File: src/rnm_pkg.sv
// rename window package: widths, sizes and head-segment state codes
package rnm_pkg;

   ////////////////////////////////////////////////////////////////////////////
   // window geometry
   ////////////////////////////////////////////////////////////////////////////

   // total lines in the window
   localparam int NUM_LINES = 8;
   // lines per segment, two segments per window
   localparam int SEG_LINES = 4;
   // line index width
   localparam int LINE_BITS = 3;

   ////////////////////////////////////////////////////////////////////////////
   // register map layout
   ////////////////////////////////////////////////////////////////////////////

   // architectural registers tracked by the map
   localparam int NUM_LREG       = 4;
   localparam int LREG_BITS      = 2;
   localparam int PREG_BITS      = 4;
   // one entry is {ready, physical tag}
   localparam int MAP_ENTRY_BITS = PREG_BITS + 1;
   // entry k lives at bit offset k*MAP_ENTRY_BITS
   localparam int MAP_BITS       = NUM_LREG * MAP_ENTRY_BITS;

   // occupancy count must reach NUM_LINES
   localparam int CNT_BITS = 4;

   // head-segment FSM encodings, the state doubles as the arch flag
   localparam logic SEG0_HEAD = 1'b0;
   localparam logic SEG1_HEAD = 1'b1;

endpackage

File: src/rnm_out_select.sv
// rename read port: maps a priority slot onto a physical line and muxes its result
`timescale 1ns/10ps

module rnm_out_select
   import rnm_pkg::*;
(
   input  logic [LINE_BITS-1:0]           rd_slot_i,
   input  logic                           arch_i,
   input  logic [NUM_LINES-1:0]           line_vld_i,
   input  logic [NUM_LINES*PREG_BITS-1:0] line_psrc1_i,
   input  logic [NUM_LINES-1:0]           line_psrc1_rdy_i,
   input  logic [NUM_LINES*PREG_BITS-1:0] line_psrc2_i,
   input  logic [NUM_LINES-1:0]           line_psrc2_rdy_i,
   input  logic [NUM_LINES*PREG_BITS-1:0] line_pdest_i,
   input  logic [NUM_LINES*PREG_BITS-1:0] line_free_i,
   output logic                           rd_vld_o,
   output logic [PREG_BITS-1:0]           rd_psrc1_o,
   output logic                           rd_psrc1_rdy_o,
   output logic [PREG_BITS-1:0]           rd_psrc2_o,
   output logic                           rd_psrc2_rdy_o,
   output logic [PREG_BITS-1:0]           rd_pdest_o,
   output logic [PREG_BITS-1:0]           rd_free_o
);

   logic [LINE_BITS-1:0] line_sel;

   // slot 0 is the oldest head line, so rotate by a segment when seg 1 leads
   assign line_sel = arch_i ? LINE_BITS'((rd_slot_i + SEG_LINES) % NUM_LINES) : rd_slot_i;

   assign rd_vld_o       = line_vld_i[line_sel];
   assign rd_psrc1_o     = line_psrc1_i[line_sel*PREG_BITS +: PREG_BITS];
   assign rd_psrc1_rdy_o = line_psrc1_rdy_i[line_sel];
   assign rd_psrc2_o     = line_psrc2_i[line_sel*PREG_BITS +: PREG_BITS];
   assign rd_psrc2_rdy_o = line_psrc2_rdy_i[line_sel];
   assign rd_pdest_o     = line_pdest_i[line_sel*PREG_BITS +: PREG_BITS];
   assign rd_free_o      = line_free_i[line_sel*PREG_BITS +: PREG_BITS];

endmodule

File: config.mk
export PLATFORM = sky130hd
export DESIGN_NAME = rnm_out_select
export DESIGN_NICKNAME = d
export VERILOG_FILES = /design/src/rnm_pkg.sv /design/src/rnm_out_select.sv
export SDC_FILE = /design/constraint.sdc
export NUM_CORES = 1
export LEC_CHECK = 0
export ABC_AREA = 1
export BUFFER_PORTS_ARGS = -buffer_cell sky130_fd_sc_hd__clkbuf_2
export CORE_MARGIN = 4
export CORE_UTILIZATION = 41
export DETAILED_ROUTE_END_ITERATION = 12
export PLACE_DENSITY_LB_ADDON = 0.12
export SLEW_MARGIN = 20
export SYNTH_ARGS = -nofsm -noshare
export SYNTH_HDL_FRONTEND = slang
export SYNTH_SLANG_ARGS = --single-unit
File: constraint.sdc
create_clock -name vclk -period 1
set_input_delay 0.05 -clock vclk [all_inputs]
set_output_delay 0.05 -clock vclk [all_outputs]
set_load 0.02 [all_outputs]
After elaboration in Yosys (flattened, before gate mapping):

Cells that the tools add are included.

* bits in registers: 0
* word-level logic and storage cells: 13

* $add $sub $neg: 1
* order comparisons: 1
* shifts and indexed selects: 4
* multiplexer cells: 7

Operators by type and width (number)
* $shiftx A32 B6 Y4: 4
* $bmux W1 S3: 3
* $lt A3 B4 Y1 const B: 1
* $add A3 B3 Y3 const B: 1
* $mux W1: 3
* $mux W3: 1

Longest topological paths before layout:

Gate-level depths: netlist of run 1.

* word-level depth: 4
* gate-level depth with buffers: 9
* gate-level depth less buffers: 6

Worst setup path before layout of run 1:

OpenSTA, ideal clock, no wires.

* path kind: in2out
* start: input rd_slot_i[0]
* end: output rd_psrc1_o[3]
* data arrival time: 0.848 ns
* setup slack: 0.102 ns
* stages: 8
* cell sequence: buf_4 -> buf_6 -> buf_2 -> nand2_1 -> nand3_1 -> nand2_1 -> nand2_1 -> nand2_1

* longest elaborated chain between the ends: 3

Ends and longest elaborated chain
* start: declaration: line rnm_out_select.sv:7 `input logic [LINE_BITS-1:0] rd_slot_i,`
* $add A3 B3 Y3: line rnm_out_select.sv:28 `assign line_sel = arch_i ? LINE_BITS'((rd_slot_i + SEG_LINES) % NUM_LINES) : rd_slot_i;`
* $mux W3 *: line rnm_out_select.sv:28
* $shiftx A32 B6 Y4 *: line rnm_out_select.sv:31 `assign rd_psrc1_o = line_psrc1_i[line_sel*PREG_BITS +: PREG_BITS];`
* end: declaration: line rnm_out_select.sv:17 `output logic [PREG_BITS-1:0] rd_psrc1_o,`

Mark *: on every way between the ends. The rest lies on a longest branch, timed or not.

Worst setup path after layout of run 1:

* start: input rd_slot_i[1]
* end: output rd_psrc2_o[2]

* longest elaborated chain between the ends: 3

Ends and longest elaborated chain
* $add A3 B3 Y3: line rnm_out_select.sv:28
* $mux W3 *: line rnm_out_select.sv:28
* $shiftx A32 B6 Y4 *: line rnm_out_select.sv:33 `assign rd_psrc2_o = line_psrc2_i[line_sel*PREG_BITS +: PREG_BITS];`
* end: declaration: line rnm_out_select.sv:19 `output logic [PREG_BITS-1:0] rd_psrc2_o,`

Marked as above.

==> impl_metrics.tcl, run 1 <==
set metrics [dict create \
    dr.max_layer_used "met4" \
    fmax_mhz 1050 \
    worst_path_largest_cell_delay_ns 0.16 \
    clkbuf_count 0 \
    num_rows 25 \
    num_vias 3224 \
    cap_violations 0 \
    antenna_cells 0 \
    met3_length_um 665 \
    worst_slew_pin_slew_ns 0.202 \
    detail-route-antenna-nets 0 \
    die_area_mm2 0.00628 \
    num_io_pins 175 \
    p_per_area_mw_per_mm2 482 \
    hold_viol_final 0 \
    min-delay-path-class "in -> out" \
    overflow 0 \
    synth_seq_area_share 0 \
    crit_start "rd_slot_i[1]" \
    critPathSlowestCell "clkbuf_16" \
    postLayoutCoreUtil 0.691 \
    finalSetupViolCount 0 \
    track_usage 0.224 \
    critPathTopFamily "buffers and inverters" \
    dp_slack_ns -0.0352 \
    yosys.cell_types.count 9 \
    min-delay-start "line_psrc2_i[9]" \
    fin_crit_ns 0.957 \
    cp_data_arrival_time_ns 0.91 \
    wl_um 8040 \
    coreArea_mm2 0.00482 \
    synthesis.area_mm2 0.00208 \
    grt_pass1_vias 2809 \
    start_util 0.432 \
    crit_path_frequent_cell "nand2_1" \
    min_path_cells 8 \
    io_buffers 175 \
    seq_cell_count 0 \
    drtPass1Iterations 5 \
    dpl.hpwl_um 5980 \
    initialDrtViolationCount 171 \
    syn2layout_area_growth_pct 59.9 \
    slew_violations 0 \
    ir_worst_vdd_uv 279 \
    detail_route.wl_per_cell_um 10.9 \
    dieWidth_um 79.2 \
    routed_via_density 4.36 \
    cp.required_ns 0.95 \
    period_share 0.957 \
    cp_num_buf_inv 4 \
    crit_fanout 9 \
    layout-drive-gt1-share 0.295 \
    finalSetupTns_ns 0 \
    max-slew-margin-rel 0.865 \
    worstSetupPathType "in -> out" \
    fin_nets 830 \
    cp-end-kind "output port" \
    gp_congestion 0.850 \
    grt_pass1_wl_um 11900 \
    register_area_um2 0 \
    hold_end "rd_psrc2_o[1]" \
    antenna_found_initial 0 \
    drc 0 \
    rsz0062_at_grt "yes" \
    grt_max_degree 29 \
    p_leak_nw 2.58 \
    status "complete, no violations" \
    worst_slack_ns 0.0432 \
    ys_warn_count 0 \
    syn_nets 663 \
    worstPathCellList "buf_4 -> inv_8 -> clkbuf_16 -> nand3_1 -> nand2_1 -> nand2_1 -> nand2_1 -> clkbuf_2" \
    avgSynthCellArea_um2 4.10 \
    synthCells 507 \
    die_height_um 79.2 \
    worst_setup_path_start_kind "input port" \
    wl_met1_um 3460 \
    wl_met2_um 3780 \
]
synth_stat cells:
| master | instances | area (µm²) |
|---|---|---|
| buf_2 | 17 | 85.1 |
| buf_4 | 3 | 22.5 |
| buf_6 | 6 | 67.6 |
| clkbuf_1 | 2 | 7.51 |
| inv_1 | 153 | 574 |
| inv_2 | 2 | 7.51 |
| nand2_1 | 247 | 927 |
| nand3_1 | 76 | 380 |
| xnor2_1 | 1 | 8.76 |
power breakdown:
group	internal (mW)	switching (mW)
Combinational	0.744	0.859
Sequential	0	0
Clock	0	0
cells in the final DEF, fill, tap and decap left out:
cell	instances
buf_12	7
buf_16	1
buf_2	3
buf_4	6
buf_6	3
buf_8	3
clkbuf_16	7
clkbuf_2	163
inv_1	152
inv_16	1
inv_4	1
inv_8	1
nand2_1	246
nand2_2	1
nand3_1	76
xnor2_4	1
layout make-up:
class | count | area (µm²)
fillers | 512 | 1490
multi-input cells | 324 | 1340
repair buffers | 193 | 1300
inverters | 155 | 608
well taps | 67 | 83.8
worst max path at each step:
stage	slack [ns]	to	cells past startpoint
global route	-0.004	rd_pdest_o[3]	9
floorplan	0.10	rd_psrc1_o[3]	8
CTS	-0.005	rd_psrc2_o[3]	9
finish	0.04	rd_psrc2_o[2]	8
detailed placement	-0.04	rd_psrc1_o[2]	8
global placement	-0.05	rd_psrc2_o[3]	8
routing by layer:
metal  global-route usage  vias to the layer above
met3               0.0204                       14
met5                    0                        -
met2                0.389                      140
met4               0.0344                        0
met1                0.305                     1316
li1                     -                     1754
logic make-up (layout without fill, tap and decap cells):
family        count (synthesis)  after routing  share of synthesized area
xor+xnor                      1              1                    0.00421
simple gates                323            323                      0.628
buf+inv                     183            348                      0.367
through the flow:
step | area, µm² | instances | hold slack (ns) | power [mW]
6_report | 3330 | 739 | 0.604 | 1.60
5_1_grt | 3330 | 739 | 0.639 | 1.79
4_1_cts | 3050 | 732 | 0.610 | 1.45
3_5_place_dp | 3000 | 731 | 0.608 | 1.41
3_3_place_gp | 3000 | 731 | 0.596 | 1.40
2_1_floorplan | 2080 | 507 | 0.433 | 0.848
tightest hold or removal path, cell delays in order:
cell	delay (ns)
clkbuf_2	0.08
inv_1	0.04
nand2_1	0.04
nand3_1	0.05
nand2_1	0.05
nand2_1	0.05
nand2_1	0.04
buf_2	0.15
what timing repair did:
action                                  CTS  global route
buffers inserted                          0             0
gates resized for setup                   9            43
cloned                                    1             7
endpoints found under the setup margin   18            19
hold buffers                              0             0
pin swaps                                 0             3
(Power assumes the default switching activity.)
==> run 2: changes to the inputs <==
--- a/config.mk
+++ b/config.mk
@@ -8,7 +8,7 @@
 export ABC_AREA = 1
 export BUFFER_PORTS_ARGS = -buffer_cell sky130_fd_sc_hd__clkbuf_2
 export CORE_MARGIN = 4
-export CORE_UTILIZATION = 41
+export CORE_UTILIZATION = 40
 export DETAILED_ROUTE_END_ITERATION = 12
 export PLACE_DENSITY_LB_ADDON = 0.12
 export SLEW_MARGIN = 20
==> run 2 against run 1 <==
The run now ends with negative setup slack left. Global-route usage rose by 2.5 points. Worst hold slack got worse by 0.0079 ns. Sequential cell count did not move. Critical path depth rose by 1. Clock-buffer cell count did not move. Critical path type unchanged.
==> impl_metrics.tcl, run 2 (synthesis results as in run 1) <==
set metrics [dict create \
    cp_data_arrival_time_ns 1.01 \
    worst_slack_ns -0.0597 \
    min-delay-start "line_pdest_i[4]" \
    grt_pass1_vias 3163 \
    antenna_found_initial 0 \
    p_clk_frac 0 \
    drtPass1Iterations 5 \
    cap_violations 0 \
    final_cell_mix "194 x nand2_1, 155 x clkbuf_2, 152 x inv_1" \
    fin_area_mm2 0.00392 \
    worst_path_largest_cell_delay_ns 0.15 \
    power_frac_seq 0 \
    fin_crit_ns 1.06 \
    num_rows 25 \
    num_vias 3505 \
    crit_fanout 8 \
    cp-end-kind "output port" \
    hold_end "rd_pdest_o[0]" \
    cp_num_buf_inv 4 \
    rsz0062_at_grt "yes" \
    die_area_mm2 0.00642 \
    period_share 1.06 \
    dpl.hpwl_um 6390 \
    routed_via_density 4.66 \
    multi_input_area_mm2 0.00166 \
    layout_commonest_cell "nand2_1" \
    worst_setup_path_start_kind "input port" \
    critPathSlowestCell "buf_12" \
    ir_worst_vdd_uv 442 \
    detail-route-antenna-nets 0 \
    track_usage 0.249 \
    grt_max_degree 20 \
    min-delay-path-class "in -> out" \
    start_util 0.426 \
    antenna_cells 0 \
    gp_congestion 0.890 \
    drc 0 \
    sw_frac_of_total 0.513 \
    critPathTopFamily "buffers and inverters" \
    num_io_pins 175 \
    fmax_mhz 944 \
    placed_area_mm2 0.00308 \
    overflow 0 \
    p_comb_frac 1.000 \
    wl_um 9500 \
    grt_pass1_wl_um 13300 \
    io_buffers 175 \
    die_height_um 80.1 \
    worstPathCellList "clkbuf_16 -> buf_12 -> buf_12 -> nand2_2 -> nand3_2 -> nand2_2 -> nand2_1 -> nand2_1 -> clkbuf_8" \
    max-slew-margin-rel 0.845 \
    layout-drive-gt1-share 0.423 \
    finalSetupViolCount 19 \
    detail_route.wl_per_cell_um 12.6 \
    dieWidth_um 80.1 \
    clkbuf_count 0 \
    violations "negative setup slack" \
    register_area_um2 0 \
    cp.required_ns 0.95 \
    fin_nets 843 \
    status "finished with violations" \
    slew_violations 0 \
    internal_power_uw 988 \
    syn2layout_area_growth_pct 88.2 \
    grt_util_met3 0.0168 \
    gr-max-usage-layer "met2" \
    coreArea_mm2 0.00488 \
    worstSetupPathType "in -> out" \
    postLayoutCoreUtil 0.803 \
    p_sw_mw 1.04 \
    p_leak_nw 2.82 \
    seq_cell_count 0 \
    initialDrtViolationCount 316 \
    met2_usage 0.445 \
    p_per_area_mw_per_mm2 517 \
    worst_slew_pin_slew_ns 0.233 \
    nFillCells 388 \
    hold_viol_final 0 \
    met1_usage 0.327 \
    crit_cells 9 \
    total_power_mw 2.03 \
    min_path_cells 8 \
]
[run 2: tightest hold or removal path: stages]
cell	delay [ns]
clkbuf_2	0.07
inv_1	0.03
nand2_1	0.04
nand3_1	0.06
nand2_1	0.06
nand2_1	0.04
nand2_1	0.06
buf_6	0.11
[run 2: area by class of cell]
cell class         instances  area share
multi-input cells        324       0.425
repair buffers           206       0.402
inverters                155       0.152
well taps                 67      0.0214
[run 2: per-stage QoR]
step | hold slack [ns] | TNS [ns] | worst slack, ns | std cells
finish | 0.596 | -0.569 | -0.0597 | 752
global route | 0.648 | -1.50 | -0.108 | 752
CTS | 0.607 | -0.169 | -0.0197 | 748
detailed placement | 0.607 | -0.530 | -0.0489 | 741
global placement | 0.601 | -0.388 | -0.0407 | 741
floorplan | 0.433 | 0 | 0.102 | 507
[run 2: worst max path at each step]
| stage | from | end | slack [ns] |
|---|---|---|---|
| detailed placement | rd_slot_i[0] | rd_free_o[3] | -0.05 |
| global placement | rd_slot_i[0] | rd_pdest_o[3] | -0.04 |
| finish | rd_slot_i[0] | rd_free_o[3] | -0.06 |
| floorplan | rd_slot_i[0] | rd_psrc1_o[3] | 0.10 |
| CTS | rd_slot_i[0] | rd_psrc1_o[3] | -0.02 |
| global route | rd_slot_i[0] | rd_psrc2_o[2] | -0.11 |
[run 2: metal layers]
| layer | part of all wire | up-vias |
|---|---|---|
| met5 | 0 | - |
| met3 | 0.082 | 34 |
| met2 | 0.49 | 198 |
| li1 | - | 1779 |
| met1 | 0.39 | 1494 |
| met4 | 0.035 | 0 |
[run 2: power groups by stage]
stage	registers (mW)	logic [mW]	clock network [mW]
6_report	0	2.03	0
3_3_place_gp	0	1.44	0
5_1_grt	0	2.20	0
4_1_cts	0	1.77	0
3_5_place_dp	0	1.45	0
2_1_floorplan	0	0.848	0
[run 2: timing repair]
action                                  CTS  global route
pin swaps                                25            66
hold buffers                              0             0
cloned                                    6             4
endpoints found under the hold margin     0             0
buffers inserted                          2             1
endpoints found under the setup margin   18            19
gates resized for setup                  69            96
==> run 3: changes to the inputs <==
--- a/config.mk
+++ b/config.mk
@@ -10,7 +10,7 @@
 export CORE_MARGIN = 4
 export CORE_UTILIZATION = 40
 export DETAILED_ROUTE_END_ITERATION = 12
-export PLACE_DENSITY_LB_ADDON = 0.12
+export PLACE_DENSITY = 0.93
 export SLEW_MARGIN = 20
 export SYNTH_ARGS = -nofsm -noshare
 export SYNTH_HDL_FRONTEND = slang
==> run 3 against run 2 <==
The run still ends with negative setup slack left. Final cell count decreased by 1.3%. Clock-buffer cell count unchanged. Sequential cell count unchanged. Worst hold slack lost 0.010 ns.
==> impl_metrics.tcl, run 3 (synthesis results as in run 1) <==
set metrics [dict create \
    status "finished with violations" \
    violations "negative setup slack" \
    p_leak_nw 2.59 \
    grt_max_degree 32 \
    drtPass1Iterations 5 \
    drc 0 \
    num_io_pins 175 \
    clkbuf_count 0 \
    start_util 0.426 \
    gp_congestion 0.853 \
    routed_via_density 4.65 \
    cp.required_ns 0.95 \
    finalSetupTns_ns -0.0153 \
    cap_violations 0 \
    hold_ws_ns 0.586 \
    grt_pass1_wl_um 12400 \
    rsz0062_at_grt "yes" \
    critPathSlowestCell "xnor2_4" \
    overflow 0 \
    worst_slew_pin_slew_ns 0.166 \
    min-delay-path-class "in -> out" \
    grt_pass1_vias 3056 \
    track_usage 0.232 \
    syn2layout_area_growth_pct 60.7 \
    detail-route-antenna-nets 0 \
    antenna_cells 0 \
    fin_crit_ns 1.01 \
    ir_worst_vdd_uv 353 \
    layout-drive-gt1-share 0.296 \
    final_cell_mix "247 x nand2_1, 157 x clkbuf_2, 152 x inv_1" \
    worstSetupPathType "in -> out" \
    register_area_um2 0 \
    worstPathCellList "clkbuf_2 -> xnor2_4 -> buf_12 -> buf_6 -> nand2_1 -> nand2_1 -> buf_2" \
    num_vias 3447 \
    worst_setup_path_start_kind "input port" \
    cp_data_arrival_time_ns 0.96 \
    dieWidth_um 80.1 \
    die_area_mm2 0.00642 \
    crit_fanout 5 \
    seq_cell_count 0 \
    worst_path_largest_cell_delay_ns 0.20 \
    fmax_mhz 992 \
    coreArea_mm2 0.00488 \
    io_buffers 175 \
    slew_violations 0 \
    wl_um 8910 \
    layout_commonest_cell "nand2_1" \
    max-slew-margin-rel 0.890 \
    fin_nets 833 \
    antenna_found_initial 0 \
    crit_path_frequent_cell "nand2_1" \
    period_share 1.01 \
    detail_route.wl_per_cell_um 12.0 \
    die_height_um 80.1 \
    cp-end-kind "output port" \
    initialDrtViolationCount 204 \
    dpl.hpwl_um 6500 \
    hold_viol_final 0 \
    finalSetupViolCount 4 \
    p_per_area_mw_per_mm2 499 \
    worst_slack_ns -0.00793 \
    num_rows 25 \
]
[run 3: per-layer routing]
metal	wire, µm	vias up	track usage
li1	-	1759	-
met1	3470	1473	0.277
met2	4540	192	0.445
met3	741	23	0.0191
met4	161	0	0.0456
met5	0	-	0
[run 3: repair_timing]
action                     in CTS  in global routing
buffers inserted                0                  1
setup endpoints to repair      18                 19
cloned                          3                  7
hold buffers                    0                  0
resized for setup              19                 32
pin swaps                       0                  1
[run 3: worst paths after layout]
kind              from             to  slack, ns  cells after the start
max       rd_slot_i[2]  rd_pdest_o[3]     -0.008                      7
min   line_psrc2_i[19]  rd_psrc2_o[3]       0.59                      8
[run 3: critical path, delay by kind of cell]
kind / cells / cell delay, ns
buffers and inverters: 4 / 0.56
XOR/XNOR: 1 / 0.20
AND/OR/NAND/NOR: 2 / 0.13
[run 3: through the flow]
stage	worst slack [ns]	instances	area, µm²	utilization	total power [mW]
2_1_floorplan	0.102	507	2080	-	0.848
3_3_place_gp	-0.0746	731	3000	0.615	1.39
3_5_place_dp	-0.105	731	3000	0.615	1.41
4_1_cts	-0.0104	734	3140	0.644	1.51
5_1_grt	-0.0674	742	3340	0.685	1.83
6_report	-0.00793	742	3340	0.685	1.67
[run 3: cell type report]
type | count | area [µm²]
multi-input cells | 324 | 1340
repair buffers | 196 | 1320
well taps | 67 | 83.8
inverters | 155 | 608
fillers | 452 | 1540
[run 3: power by group]
| part | leakage (nW) | switching, mW | total [mW] | internal [mW] |
|---|---|---|---|---|
| Sequential | 0 | 0 | 0 | 0 |
| Clock | 0 | 0 | 0 | 0 |
| Combinational | 2.59 | 0.903 | 1.67 | 0.764 |
| Total | 2.59 | 0.903 | 1.67 | 0.764 |
