[config.mk]
export PLATFORM = sky130hd
export DESIGN_NAME = rnm_slot_cnt
export DESIGN_NICKNAME = d
export VERILOG_FILES = /design/src/rnm_pkg.sv /design/src/rnm_slot_cnt.sv
export SDC_FILE = /design/constraint.sdc
export NUM_CORES = 1
export LEC_CHECK = 0
export BUFFER_PORTS_ARGS = -buffer_cell sky130_fd_sc_hd__buf_2
export CELL_PAD_IN_SITES_DETAIL_PLACEMENT = 2
export CELL_PAD_IN_SITES_GLOBAL_PLACEMENT = 2
export CORE_MARGIN = 2
export CORE_UTILIZATION = 31
export CTS_BUF_LIST = sky130_fd_sc_hd__clkbuf_2 sky130_fd_sc_hd__clkbuf_4 sky130_fd_sc_hd__clkbuf_8
export DETAILED_ROUTE_END_ITERATION = 8
export PLACE_DENSITY = 0.81
export SLEW_MARGIN = 15
export SYNTH_ARGS = -nofsm -noshare
export SYNTH_HDL_FRONTEND = slang
export SYNTH_SLANG_ARGS = --single-unit
[constraint.sdc]
create_clock -name clk -period 2.15 [get_ports clk]
set_clock_uncertainty 0.1 [all_clocks]
set_input_delay 0.5375 -clock clk [delete_from_list [all_inputs] [get_ports clk]]
set_output_delay 0.5375 -clock clk [all_outputs]
set_load 0.02 [all_outputs]
[src/rnm_pkg.sv]
// rename window package: widths, sizes and head-segment state codes
package rnm_pkg;

   ////////////////////////////////////////////////////////////////////////////
   // window geometry
   ////////////////////////////////////////////////////////////////////////////

   // total lines in the window
   localparam int NUM_LINES = 8;
   // lines per segment, two segments per window
   localparam int SEG_LINES = 4;
   // line index width
   localparam int LINE_BITS = 3;

   ////////////////////////////////////////////////////////////////////////////
   // register map layout
   ////////////////////////////////////////////////////////////////////////////

   // architectural registers tracked by the map
   localparam int NUM_LREG       = 4;
   localparam int LREG_BITS      = 2;
   localparam int PREG_BITS      = 4;
   // one entry is {ready, physical tag}
   localparam int MAP_ENTRY_BITS = PREG_BITS + 1;
   // entry k lives at bit offset k*MAP_ENTRY_BITS
   localparam int MAP_BITS       = NUM_LREG * MAP_ENTRY_BITS;

   // occupancy count must reach NUM_LINES
   localparam int CNT_BITS = 4;

   // head-segment FSM encodings, the state doubles as the arch flag
   localparam logic SEG0_HEAD = 1'b0;
   localparam logic SEG1_HEAD = 1'b1;

endpackage

[src/rnm_slot_cnt.sv]
// rename window allocator: write pointer, occupancy count and input ready
`timescale 1ns/10ps

module rnm_slot_cnt
   import rnm_pkg::*;
(
   input  logic                 clk,
   input  logic                 rst_n,
   input  logic                 in_valid_i,
   input  logic                 seg_switch_i,
   output logic                 in_ready_o,
   output logic                 wr_en_o,
   output logic [LINE_BITS-1:0] wr_ptr_o,
   output logic [CNT_BITS-1:0]  count_o
);

   logic [CNT_BITS-1:0] cnt_nxt;

   // room while the window is not full
   assign in_ready_o = (count_o != CNT_BITS'(NUM_LINES));
   // accept pulse
   assign wr_en_o    = in_valid_i && in_ready_o;

   // a switch frees a whole segment, an accept takes one line
   always_comb
   begin
      cnt_nxt = count_o;
      if (seg_switch_i)
         cnt_nxt = cnt_nxt - CNT_BITS'(SEG_LINES);
      if (wr_en_o)
         cnt_nxt = cnt_nxt + 1'b1;
   end

   always_ff @(posedge clk or negedge rst_n)
   begin
      if (!rst_n)
      begin
         wr_ptr_o <= '0;
         count_o  <= '0;
      end
      else
      begin
         count_o <= cnt_nxt;
         // circular pointer over the whole window
         if (wr_en_o)
            wr_ptr_o <= (wr_ptr_o == LINE_BITS'(NUM_LINES-1)) ? '0 : wr_ptr_o + 1'b1;
      end
   end

endmodule

Yosys cells after proc, flatten, opt, wreduce, memory -nomap -nowiden --
Cells that the tools add are included.
Operators by class: add/subtract/negate cells 3, equality and inequality tests 2, muxes and demuxes 3, reduce and logical (&&, ||, !) cells 1
Operators by type and width (count):
- $mux 4 | 2
- $add 4x1->4 const B | 1
- $ne 4x4->1 const B | 1
- $sub 4x3->4 const B | 1
- $add 3x1->3 const B | 1
- $eq 3x3->1 const B | 1
- $mux 3 | 1
- $logic_and 1x1->1 | 1
Storage, ports and cells: register bits 7, input bits 4

Logic depth before layout (Yosys ltp) --
Gate-level depths: netlist of the first run.
word-level depth 4, mapped depth 6

Least setup slack after synthesis of the first run --
No wires, ideal clock.
path type register to output, from reg count_o[2], to out wr_en_o, data arrival time 1.128 ns, data required time 1.512 ns, setup slack 0.385 ns, stages on the path, launching flop included 5, path buffers 1, cells stage by stage dfrtp_1 inv_1 ha_1 a21boi_2 buf_6
Between the ends: word-level cells in the longest chain between the ends 2
Ends and longest elaborated chain:
- start, declared | RTL line rnm_slot_cnt.sv:14 | output logic [CNT_BITS-1:0] count_o
- start signal, assigned | RTL line rnm_slot_cnt.sv:43 | count_o <= cnt_nxt;
- $ne 4x4->1 | RTL line rnm_slot_cnt.sv:20 | assign in_ready_o = (count_o != CNT_BITS'(NUM_LINES));
- $logic_and 1x1->1 | RTL line rnm_slot_cnt.sv:22 | assign wr_en_o = in_valid_i && in_ready_o;
- end, declared | RTL line rnm_slot_cnt.sv:12 | output logic wr_en_o,
No other way between the ends.

Worst setup path in the final report of the first run --
Same ends and word-level chain as after synthesis.

==> impl_metrics.py, run 1 <==
metrics = {
    "global_routing": {
        "grt_overflow": 0,
        "grt_pass1_wl_microns": 1660,
        "grt_usage": 0.160,
        "antenna_found_initial": 0,
        "grt_pass1_vias": 335,
        "grt_start_max_net_pins": 12,
    },
    "layout": {
        "multi_input_area_sq_um": 216,
        "nets": 65,
        "antenna-diode-count": 0,
        "utilization": 0.410,
        "final_cell_area_sq_um": 527,
        "syn2layout_area_growth_pct": 24.9,
        "drive_gt1_frac": 0.418,
        "nFillCells": 149,
        "regArea_sq_um": 175,
        "fin_cells": 70,
    },
    "setup_path": {
        "crit_end": "wr_en_o",
        "cp.required_ns": 1.51,
        "worstSetupPathDepth": 4,
        "path_class": "flip-flop to output port",
        "timing.rr.end": "count_o[3]",
        "path_buf_inv": 2,
        "slowest_stage": "dfrtp_1",
        "r2r_slack_ns": 0.50,
        "arrival_ns": 1.30,
        "ff2ff_path_depth": 5,
        "cp-startpoint": "count_o[2]",
        "slowest_delay_ns": 0.42,
        "crit_chain": "inv_1 > ha_1 > a21boi_2 > buf_2",
        "reg2reg_from": "count_o[2]",
        "end_kind": "output port",
        "cpLargestDelayFamily": "flip-flops",
        "start_kind": "flip-flop",
        "crit_fanout": 5,
    },
    "logic_synthesis": {
        "synth_top_area_frac": 0.415,
        "post_synth_xor_area_fraction": 0.0623,
        "yosysMostFrequentCell": "dfrtp_1",
        "synthCells": 39,
        "yosysSeqAreaShare": 0.415,
        "synth_common_cells": "dfrtp_1, ha_1, inv_1",
        "synth.avg_cell_area_sq_um": 10.8,
        "synth-async-reset-ratio": 1.00,
        "synth_top_family_by_area": "adder cells",
        "yosys_warnings": 0,
        "synthMuxAreaShare": 0.0534,
        "synth_edf_count": 0,
        "synth_area_leader_cell": "dfrtp_1",
        "synthFlopType": "dfrtp_1",
        "syn-cell-area_sq_um": 422,
        "synthSimpleGateAreaFrac": 0.122,
        "synth_nets": 48,
        "synth_compound_area_frac": 0.128,
        "synth-adder-area-share": 0.148,
        "synth_seq_cells": 7,
        "synth.distinct_cells": 18,
        "synth_area_leaders": "dfrtp_1, ha_1, mux2_2",
    },
    "floorplanning": {
        "io_pins": 13,
        "die_w_microns": 40.9,
        "die_y_microns": 40.9,
        "rows": 13,
        "initial_core_util": 0.328,
        "die-area_sq_um": 1670,
        "core-area_sq_um": 1280,
    },
    "sta": {
        "max_slew.worst_pin.slew_ns": 0.238,
        "setup_slack_ns": 0.209,
        "setup_viol": 0,
        "setup_tns_ns": 0,
        "rsz0062_at_grt": "false",
        "fin_crit_sh": 0.903,
        "slew_violations": 0,
        "fmax_mhz": 515,
        "timing.hold.ws_ns": 0.0123,
        "slew_headroom": 0.841,
        "fin_crit_ns": 1.94,
        "finalHoldViolations": 0,
    },
    "cts": {
        "cts_setup_buffers": 0,
        "cts_resized": 0,
        "cts_made_buffers": 3,
        "clock_path_buffers": 2,
        "root_buffer": "clkbuf_4",
        "cts_sinks": 7,
        "cts_tree": "yes",
        "htree_levels": 1,
        "clk_pin_slew_ns": 0.05,
        "hold_buffers": 0,
        "clk_latency_ns": 0.25,
    },
    "power_and_ir_drop": {
        "power_density_nw_per_um2": 1720,
        "ir_worst_vdd_mv": 0.606,
        "power_mw": 0.908,
        "p_leak_nw": 0.267,
    },
    "flow_run": {
        "cap_violations": 0,
    },
    "placement": {
        "io_buffers": 12,
        "gp_congestion": 0.597,
        "dp_hpwl_microns": 818,
        "dpl_cell_area_sq_um": 497,
        "pre_cts_slack_ns": 0.490,
        "placed_cells": 66,
    },
    "drt": {
        "first_iter_violations": 1,
        "drc": 0,
        "drt-vias-per-instance": 4.77,
        "drtPass1Iterations": 2,
        "wl_per_cell_microns": 14.8,
        "postRouteWirelength_microns": 1040,
        "vias": 334,
        "antenna_left": 0,
    },
    "outcome": {
        "outcome": "completed",
    },
    "worst_hold_path": {
        "hold_class": "input pin to asynchronous set/reset pin",
    },
}
-- worst register-to-register path, cell delays in order (launching register included) --
cell      delay, ns
dfrtp_1        0.42
inv_1          0.06
ha_1           0.32
and2_1         0.18
or3_1          0.33
o211ai_2       0.16
-- routing by layer --
layer,wire [microns],global-route usage,vias to the layer above
li1,-,-,162
met1,454,0.197,161
met5,0,0,-
met2,520,0.273,11
met4,0,0.0500,0
met3,61,0.0326,0
-- state kept, by name (all words and copies together) (netlist names) --
signal,flops
count_o,4
wr_ptr_o,3
-- logic make-up after synthesis --
group                      count (synthesis)
muxes                                      2
adders and majority gates                  5
AOI/OAI and AO/OA                          6
DFF                                        7
xor gates and xnor gates                   3
and+or+nand+nor                           10
buffers and inverters                      6
-- how the worst min path moves through the flow --
stage | endpoint | depth (start not counted) | slack [ns] | from
final | count_o[0] | 1 | 0.01 | rst_n
after global routing | count_o[0] | 1 | 0.006 | rst_n
after CTS | count_o[0] | 1 | 0.006 | rst_n
after detailed placement | count_o[0] | 1 | 0.28 | rst_n
after global placement | count_o[0] | 1 | 0.29 | rst_n
after floorplan | count_o[0] | 0 | 0.14 | rst_n
-- where the power goes --
part           leakage [nW]  switching (mW)  internal (mW)
combinational         0.166           0.293          0.210
clock                0.0184          0.0480         0.0834
sequential           0.0827          0.0709          0.202
total                 0.267           0.412          0.496
-- cells in the final DEF, fill, tap and decap left out --
| cell | synthesis | final |
|---|---|---|
| nand2_1 | 4 | 4 |
| dfrtp_1 | 7 | 7 |
| nand3b_1 | 1 | 1 |
| xor2_1 | 1 | 1 |
| xnor2_1 | 2 | 2 |
| or3_1 | 1 | 1 |
| o21ai_0 | 2 | 2 |
| o2111ai_1 | 1 | 1 |
| ha_1 | 5 | 5 |
| o211ai_2 | 1 | 1 |
| a221o_2 | 1 | 1 |
| nor2_2 | 1 | 1 |
| a21boi_2 | 1 | 1 |
| clkbuf_4 | 0 | 4 |
| mux2_2 | 2 | 2 |
| nor2_1 | 1 | 1 |
| buf_4 | 0 | 1 |
| buf_2 | 0 | 12 |
| and2_1 | 2 | 2 |
| inv_1 | 5 | 5 |
-- final cells by class --
type	count	area share
multi-input cells	26	0.411
flip-flops and latches	7	0.333
well taps	15	0.0356
repair buffers	13	0.128
inverters	5	0.0356
clock buffers	4	0.0570
Power figures use the tool's default switching activity.
==> run 2: changes to the inputs <==
Settings changed: ABC_AREA from default to 1, CORE_UTILIZATION 31 to 29, PLACE_DENSITY 0.81 to 0.8.
==> impl_metrics.py, run 2 <==
metrics = {
    "setup_path": {
        "start_kind": "flip-flop",
        "crit_fanout": 6,
        "end_kind": "output port",
        "cp.required_ns": 1.51,
        "path_class": "flip-flop to output port",
        "arrival_ns": 1.37,
    },
    "floorplanning": {
        "die-area_sq_um": 1820,
        "die_y_microns": 42.7,
        "die_w_microns": 42.7,
        "rows": 13,
        "core-area_sq_um": 1350,
        "initial_core_util": 0.322,
        "io_pins": 13,
    },
    "logic_synthesis": {
        "synth-async-reset-ratio": 1.00,
        "synth.distinct_cells": 15,
        "synthCells": 48,
        "syn-cell-area_sq_um": 434,
        "yosysSeqAreaShare": 0.403,
        "synth_seq_cells": 7,
        "yosysMostFrequentCell": "nand2_1",
        "synth.avg_cell_area_sq_um": 9.05,
        "synth_edf_count": 0,
        "synth_common_cells": "nand2_1, dfrtp_1, inv_1",
        "synth_top_area_frac": 0.403,
        "synth_nets": 57,
        "yosys_warnings": 0,
        "synth_area_leaders": "dfrtp_1, ha_1, nand2_1",
        "synth_area_leader_cell": "dfrtp_1",
        "synthFlopType": "dfrtp_1",
    },
    "sta": {
        "fin_crit_ns": 2.01,
        "fin_crit_sh": 0.934,
        "rsz0062_at_grt": "false",
        "setup_tns_ns": 0,
        "finalHoldViolations": 0,
        "timing.hold.ws_ns": 0.0146,
        "setup_viol": 0,
        "slew_headroom": 0.869,
        "max_slew.worst_pin.slew_ns": 0.195,
        "slew_violations": 0,
        "fmax_mhz": 498,
    },
    "global_routing": {
        "grt_usage": 0.138,
        "grt_pass1_vias": 384,
        "antenna_found_initial": 0,
        "grt_start_max_net_pins": 8,
        "grt_overflow": 0,
        "grt_pass1_wl_microns": 1780,
    },
    "cts": {
        "root_buffer": "clkbuf_4",
        "htree_levels": 1,
        "cts_sinks": 7,
        "cts_setup_buffers": 0,
        "cts_resized": 0,
        "cts_tree": "yes",
        "clk_pin_slew_ns": 0.05,
        "hold_buffers": 0,
        "clock_path_buffers": 2,
        "cts_made_buffers": 3,
        "clk_latency_ns": 0.25,
    },
    "power_and_ir_drop": {
        "p_leak_nw": 0.315,
        "ir_worst_vdd_mv": 0.593,
        "switchingPower_mw": 0.414,
        "power_mw": 0.880,
        "p_int_mw": 0.466,
        "power_density_nw_per_um2": 1600,
        "pwr-share-comb": 0.549,
        "power_switching_share": 0.471,
        "clockPowerShare": 0.149,
        "seqPwrFrac": 0.302,
    },
    "flow_run": {
        "cap_violations": 0,
    },
    "placement": {
        "gp_congestion": 0.671,
        "dp_hpwl_microns": 856,
        "io_buffers": 12,
    },
    "drt": {
        "vias": 363,
        "first_iter_violations": 2,
        "drtPass1Iterations": 4,
        "postRouteWirelength_microns": 1010,
        "drt-vias-per-instance": 4.54,
        "drc": 0,
        "wl_per_cell_microns": 12.6,
        "antenna_left": 0,
    },
    "layout": {
        "nets": 75,
        "largest_reg_flops": 4,
        "antenna-diode-count": 0,
        "top_regs": "count_o: 4 flops, wr_ptr_o: 3 flops",
        "syn2layout_area_growth_pct": 26.8,
        "drive_gt1_frac": 0.385,
        "final_cell_mix": "nand2_1, buf_2, inv_1, dfrtp_1, ha_1",
        "utilization": 0.408,
        "largest-register": "count_o",
        "final_common_cell": "nand2_1",
    },
    "worst_hold_path": {
        "hold_class": "input pin to asynchronous set/reset pin",
    },
    "outcome": {
        "outcome": "completed",
    },
}
[run 2: worst paths after layout]
path / from / endpoint / slack [ns] / depth (start not counted)
max: count_o[0] / wr_en_o / 0.14 / 6
min: rst_n / wr_ptr_o[2] / 0.01 / 1
max reg2reg: count_o[0] / count_o[2] / 0.79 / 7
min reg2reg: wr_ptr_o[2] / wr_ptr_o[2] / 0.41 / 2
max in group asynchronous: rst_n / count_o[3] / 1.78 / 1
min in group clk: wr_ptr_o[2] / wr_ptr_o[2] / 0.41 / 2
[run 2: cells by family (layout without fill, tap and decap cells)]
family | Yosys count | count (layout) | share of synthesized area
xor+xnor | 2 | 2 | 0.0577
simple gates | 22 | 22 | 0.254
buf+inv | 8 | 25 | 0.0807
compound gates | 4 | 4 | 0.0605
fa+ha+maj | 5 | 5 | 0.144
flops | 7 | 7 | 0.403
[run 2: through the flow]
step / setup slack [ns] / cells / area, sq um
finish: 0.142 / 80 / 551
global placement: 0.409 / 75 / 513
global route: 0.0220 / 80 / 551
floorplan: 0.388 / 48 / 434
detailed placement: 0.371 / 75 / 513
CTS: 0.0821 / 79 / 543
[run 2: layout make-up]
class / count / area [sq um]
Clock buffer: 4 / 30.0
Timing Repair Buffer: 13 / 67.6
Multi-Input combinational cell: 33 / 224
Fill cell: 172 / 800
Inverter: 8 / 35.0
Tap cell: 15 / 18.8
Sequential cell: 7 / 175
[run 2: layer usage]
| metal | vias to the layer above | global-route usage | share of wire |
|---|---|---|---|
| met1 | 171 | 0.177 | 0.44 |
| met4 | 0 | 0.0188 | 0 |
| met2 | 10 | 0.212 | 0.50 |
| met5 | - | 0 | 0 |
| li1 | 182 | - | - |
| met3 | 0 | 0.0681 | 0.064 |
[run 2: power groups by stage]
stage                     Combinational [mW]  Clock (mW)  Sequential (mW)
after detailed placement               0.481           0            0.272
after global placement                 0.466           0            0.260
final                                  0.483       0.131            0.266
after floorplan                        0.253           0            0.337
after global routing                   0.555       0.151            0.277
after CTS                              0.483       0.140            0.270
[run 2: worst max-delay path: stages (launching register included)]
cell and delay [ns]:
dfrtp_1 0.39, inv_1 0.09, ha_1 0.21, nand2_2 0.09
nand2_4 0.09, inv_6 0.08, buf_2 0.16
==> run 3: changes to the inputs <==
Settings changed: CTS_BUF_LIST sky130_fd_sc_hd__clkbuf_2 sky130_fd_sc_hd__clkbuf_4 sky130_fd_sc_hd__clkbuf_8 to sky130_fd_sc_hd__clkbuf_8, PLACE_DENSITY 0.8 to default, PLACE_DENSITY_LB_ADDON from default to 0.2, SETUP_SLACK_MARGIN from default to 0.2.
==> impl_metrics.py, run 3 (synthesis gave the netlist of run 2 again) <==
metrics = {
    "placement": {
        "dp_hpwl_microns": 837,
        "gp_congestion": 0.705,
        "io_buffers": 12,
        "pre_cts_slack_ns": 0.402,
        "dpl_cell_area_sq_um": 513,
        "placed_cells": 75,
    },
    "sta": {
        "setup_tns_ns": 0,
        "setup_viol": 0,
        "slew_headroom": 0.896,
        "fmax_mhz": 530,
        "max_slew.worst_pin.slew_ns": 0.154,
        "fin_crit_sh": 0.877,
        "finalHoldViolations": 0,
        "rsz0062_at_grt": "false",
        "slew_violations": 0,
        "timing.hold.ws_ns": 0.0361,
        "setup_slack_ns": 0.264,
        "fin_crit_ns": 1.89,
    },
    "layout": {
        "largest_reg_flops": 4,
        "nets": 78,
        "top_regs": "count_o: 4 flops, wr_ptr_o: 3 flops",
        "largest-register": "count_o",
        "utilization": 0.442,
        "final_cell_mix": "nand2_1, buf_2, inv_1, dfrtp_1",
        "fin_cells": 83,
        "antenna-diode-count": 0,
        "drive_gt1_frac": 0.426,
        "final_common_cell": "nand2_1",
        "syn2layout_area_growth_pct": 37.5,
        "final_cell_area_sq_um": 597,
        "nFillCells": 167,
    },
    "cts": {
        "clock_path_buffers": 2,
        "clk_latency_ns": 0.23,
        "cts_sinks": 7,
        "cts_made_buffers": 3,
        "clk_pin_slew_ns": 0.04,
        "root_buffer": "clkbuf_8",
        "htree_levels": 1,
        "cts_tree": "yes",
    },
    "setup_path": {
        "crit_fanout": 6,
        "arrival_ns": 1.25,
        "start_kind": "flip-flop",
        "end_kind": "output port",
        "path_class": "flip-flop to output port",
        "cp.required_ns": 1.51,
    },
    "power_and_ir_drop": {
        "ir_worst_vdd_mv": 0.686,
        "p_leak_nw": 0.337,
        "power_density_nw_per_um2": 1620,
        "power_switching_share": 0.445,
        "pwr-share-comb": 0.547,
        "seqPwrFrac": 0.264,
        "p_int_mw": 0.536,
        "power_mw": 0.965,
        "switchingPower_mw": 0.429,
        "clockPowerShare": 0.188,
    },
    "worst_hold_path": {
        "hold_class": "input pin to asynchronous set/reset pin",
    },
    "drt": {
        "postRouteWirelength_microns": 1040,
        "vias": 383,
        "drtPass1Iterations": 1,
        "first_iter_violations": 0,
        "antenna_left": 0,
        "drt-vias-per-instance": 4.61,
        "wl_per_cell_microns": 12.5,
        "drc": 0,
    },
    "floorplanning": {
        "rows": 13,
        "core-area_sq_um": 1350,
        "die_w_microns": 42.7,
        "die_y_microns": 42.7,
        "initial_core_util": 0.322,
        "die-area_sq_um": 1820,
        "io_pins": 13,
    },
    "global_routing": {
        "grt_usage": 0.130,
        "antenna_found_initial": 0,
        "grt_start_max_net_pins": 8,
        "grt_pass1_wl_microns": 1690,
        "grt_overflow": 0,
        "grt_pass1_vias": 385,
    },
    "outcome": {
        "outcome": "completed",
    },
    "flow_run": {
        "cap_violations": 0,
    },
}
-- run 3: area by class of cell --
type                            count  area (sq um)  area share
Inverter                            8          35.0      0.0587
Sequential cell                     7           175       0.294
Clock inverter                      1          3.75     0.00629
Tap cell                           15          18.8      0.0314
Multi-Input combinational cell     33           226       0.379
Timing Repair Buffer               16          96.3       0.161
Clock buffer                        3          41.3      0.0692
-- run 3: critical path, stage by stage, from the launching register on --
cell	delay, ns
dfrtp_1	0.37
inv_1	0.08
ha_1	0.21
nand2_2	0.10
nand2_4	0.07
inv_6	0.08
buf_6	0.11
-- run 3: per-layer routing --
| layer | vias to the layer above | global-route usage | routed length [microns] |
|---|---|---|---|
| met5 | - | 0 | 0 |
| met4 | 0 | 0.0938 | 27 |
| met3 | 3 | 0.0255 | 43 |
| met2 | 12 | 0.218 | 542 |
| met1 | 182 | 0.144 | 422 |
| li1 | 186 | - | - |
-- run 3: worst paths after layout --
path                              from          end  slack, ns  cells past startpoint
setup / recovery            count_o[0]      wr_en_o       0.26                      6
hold / removal                   rst_n  wr_ptr_o[2]       0.04                      1
setup reg to reg            count_o[0]  wr_ptr_o[1]       0.82                      7
hold reg to reg            wr_ptr_o[2]  wr_ptr_o[2]       0.42                      2
max in group asynchronous        rst_n  wr_ptr_o[1]       1.76                      1
min in group clk           wr_ptr_o[2]  wr_ptr_o[2]       0.42                      2
-- run 3: repair_timing --
item | 4_1_cts | 5_1_grt
setup endpoints to repair | 1 | 1
hold buffers | 0 | 0
gates cloned | 0 | 0
setup buffers | 1 | 3
gates resized for setup | 2 | 2
pin swaps | 1 | 2
-- run 3: power groups by stage --
stage               clock network, mW  registers, mW  logic [mW]
finish                          0.182          0.255       0.528
global route                    0.194          0.269       0.591
CTS                             0.187          0.264       0.495
detailed placement                  0          0.265       0.478
global placement                    0          0.263       0.462
floorplan                           0          0.337       0.253
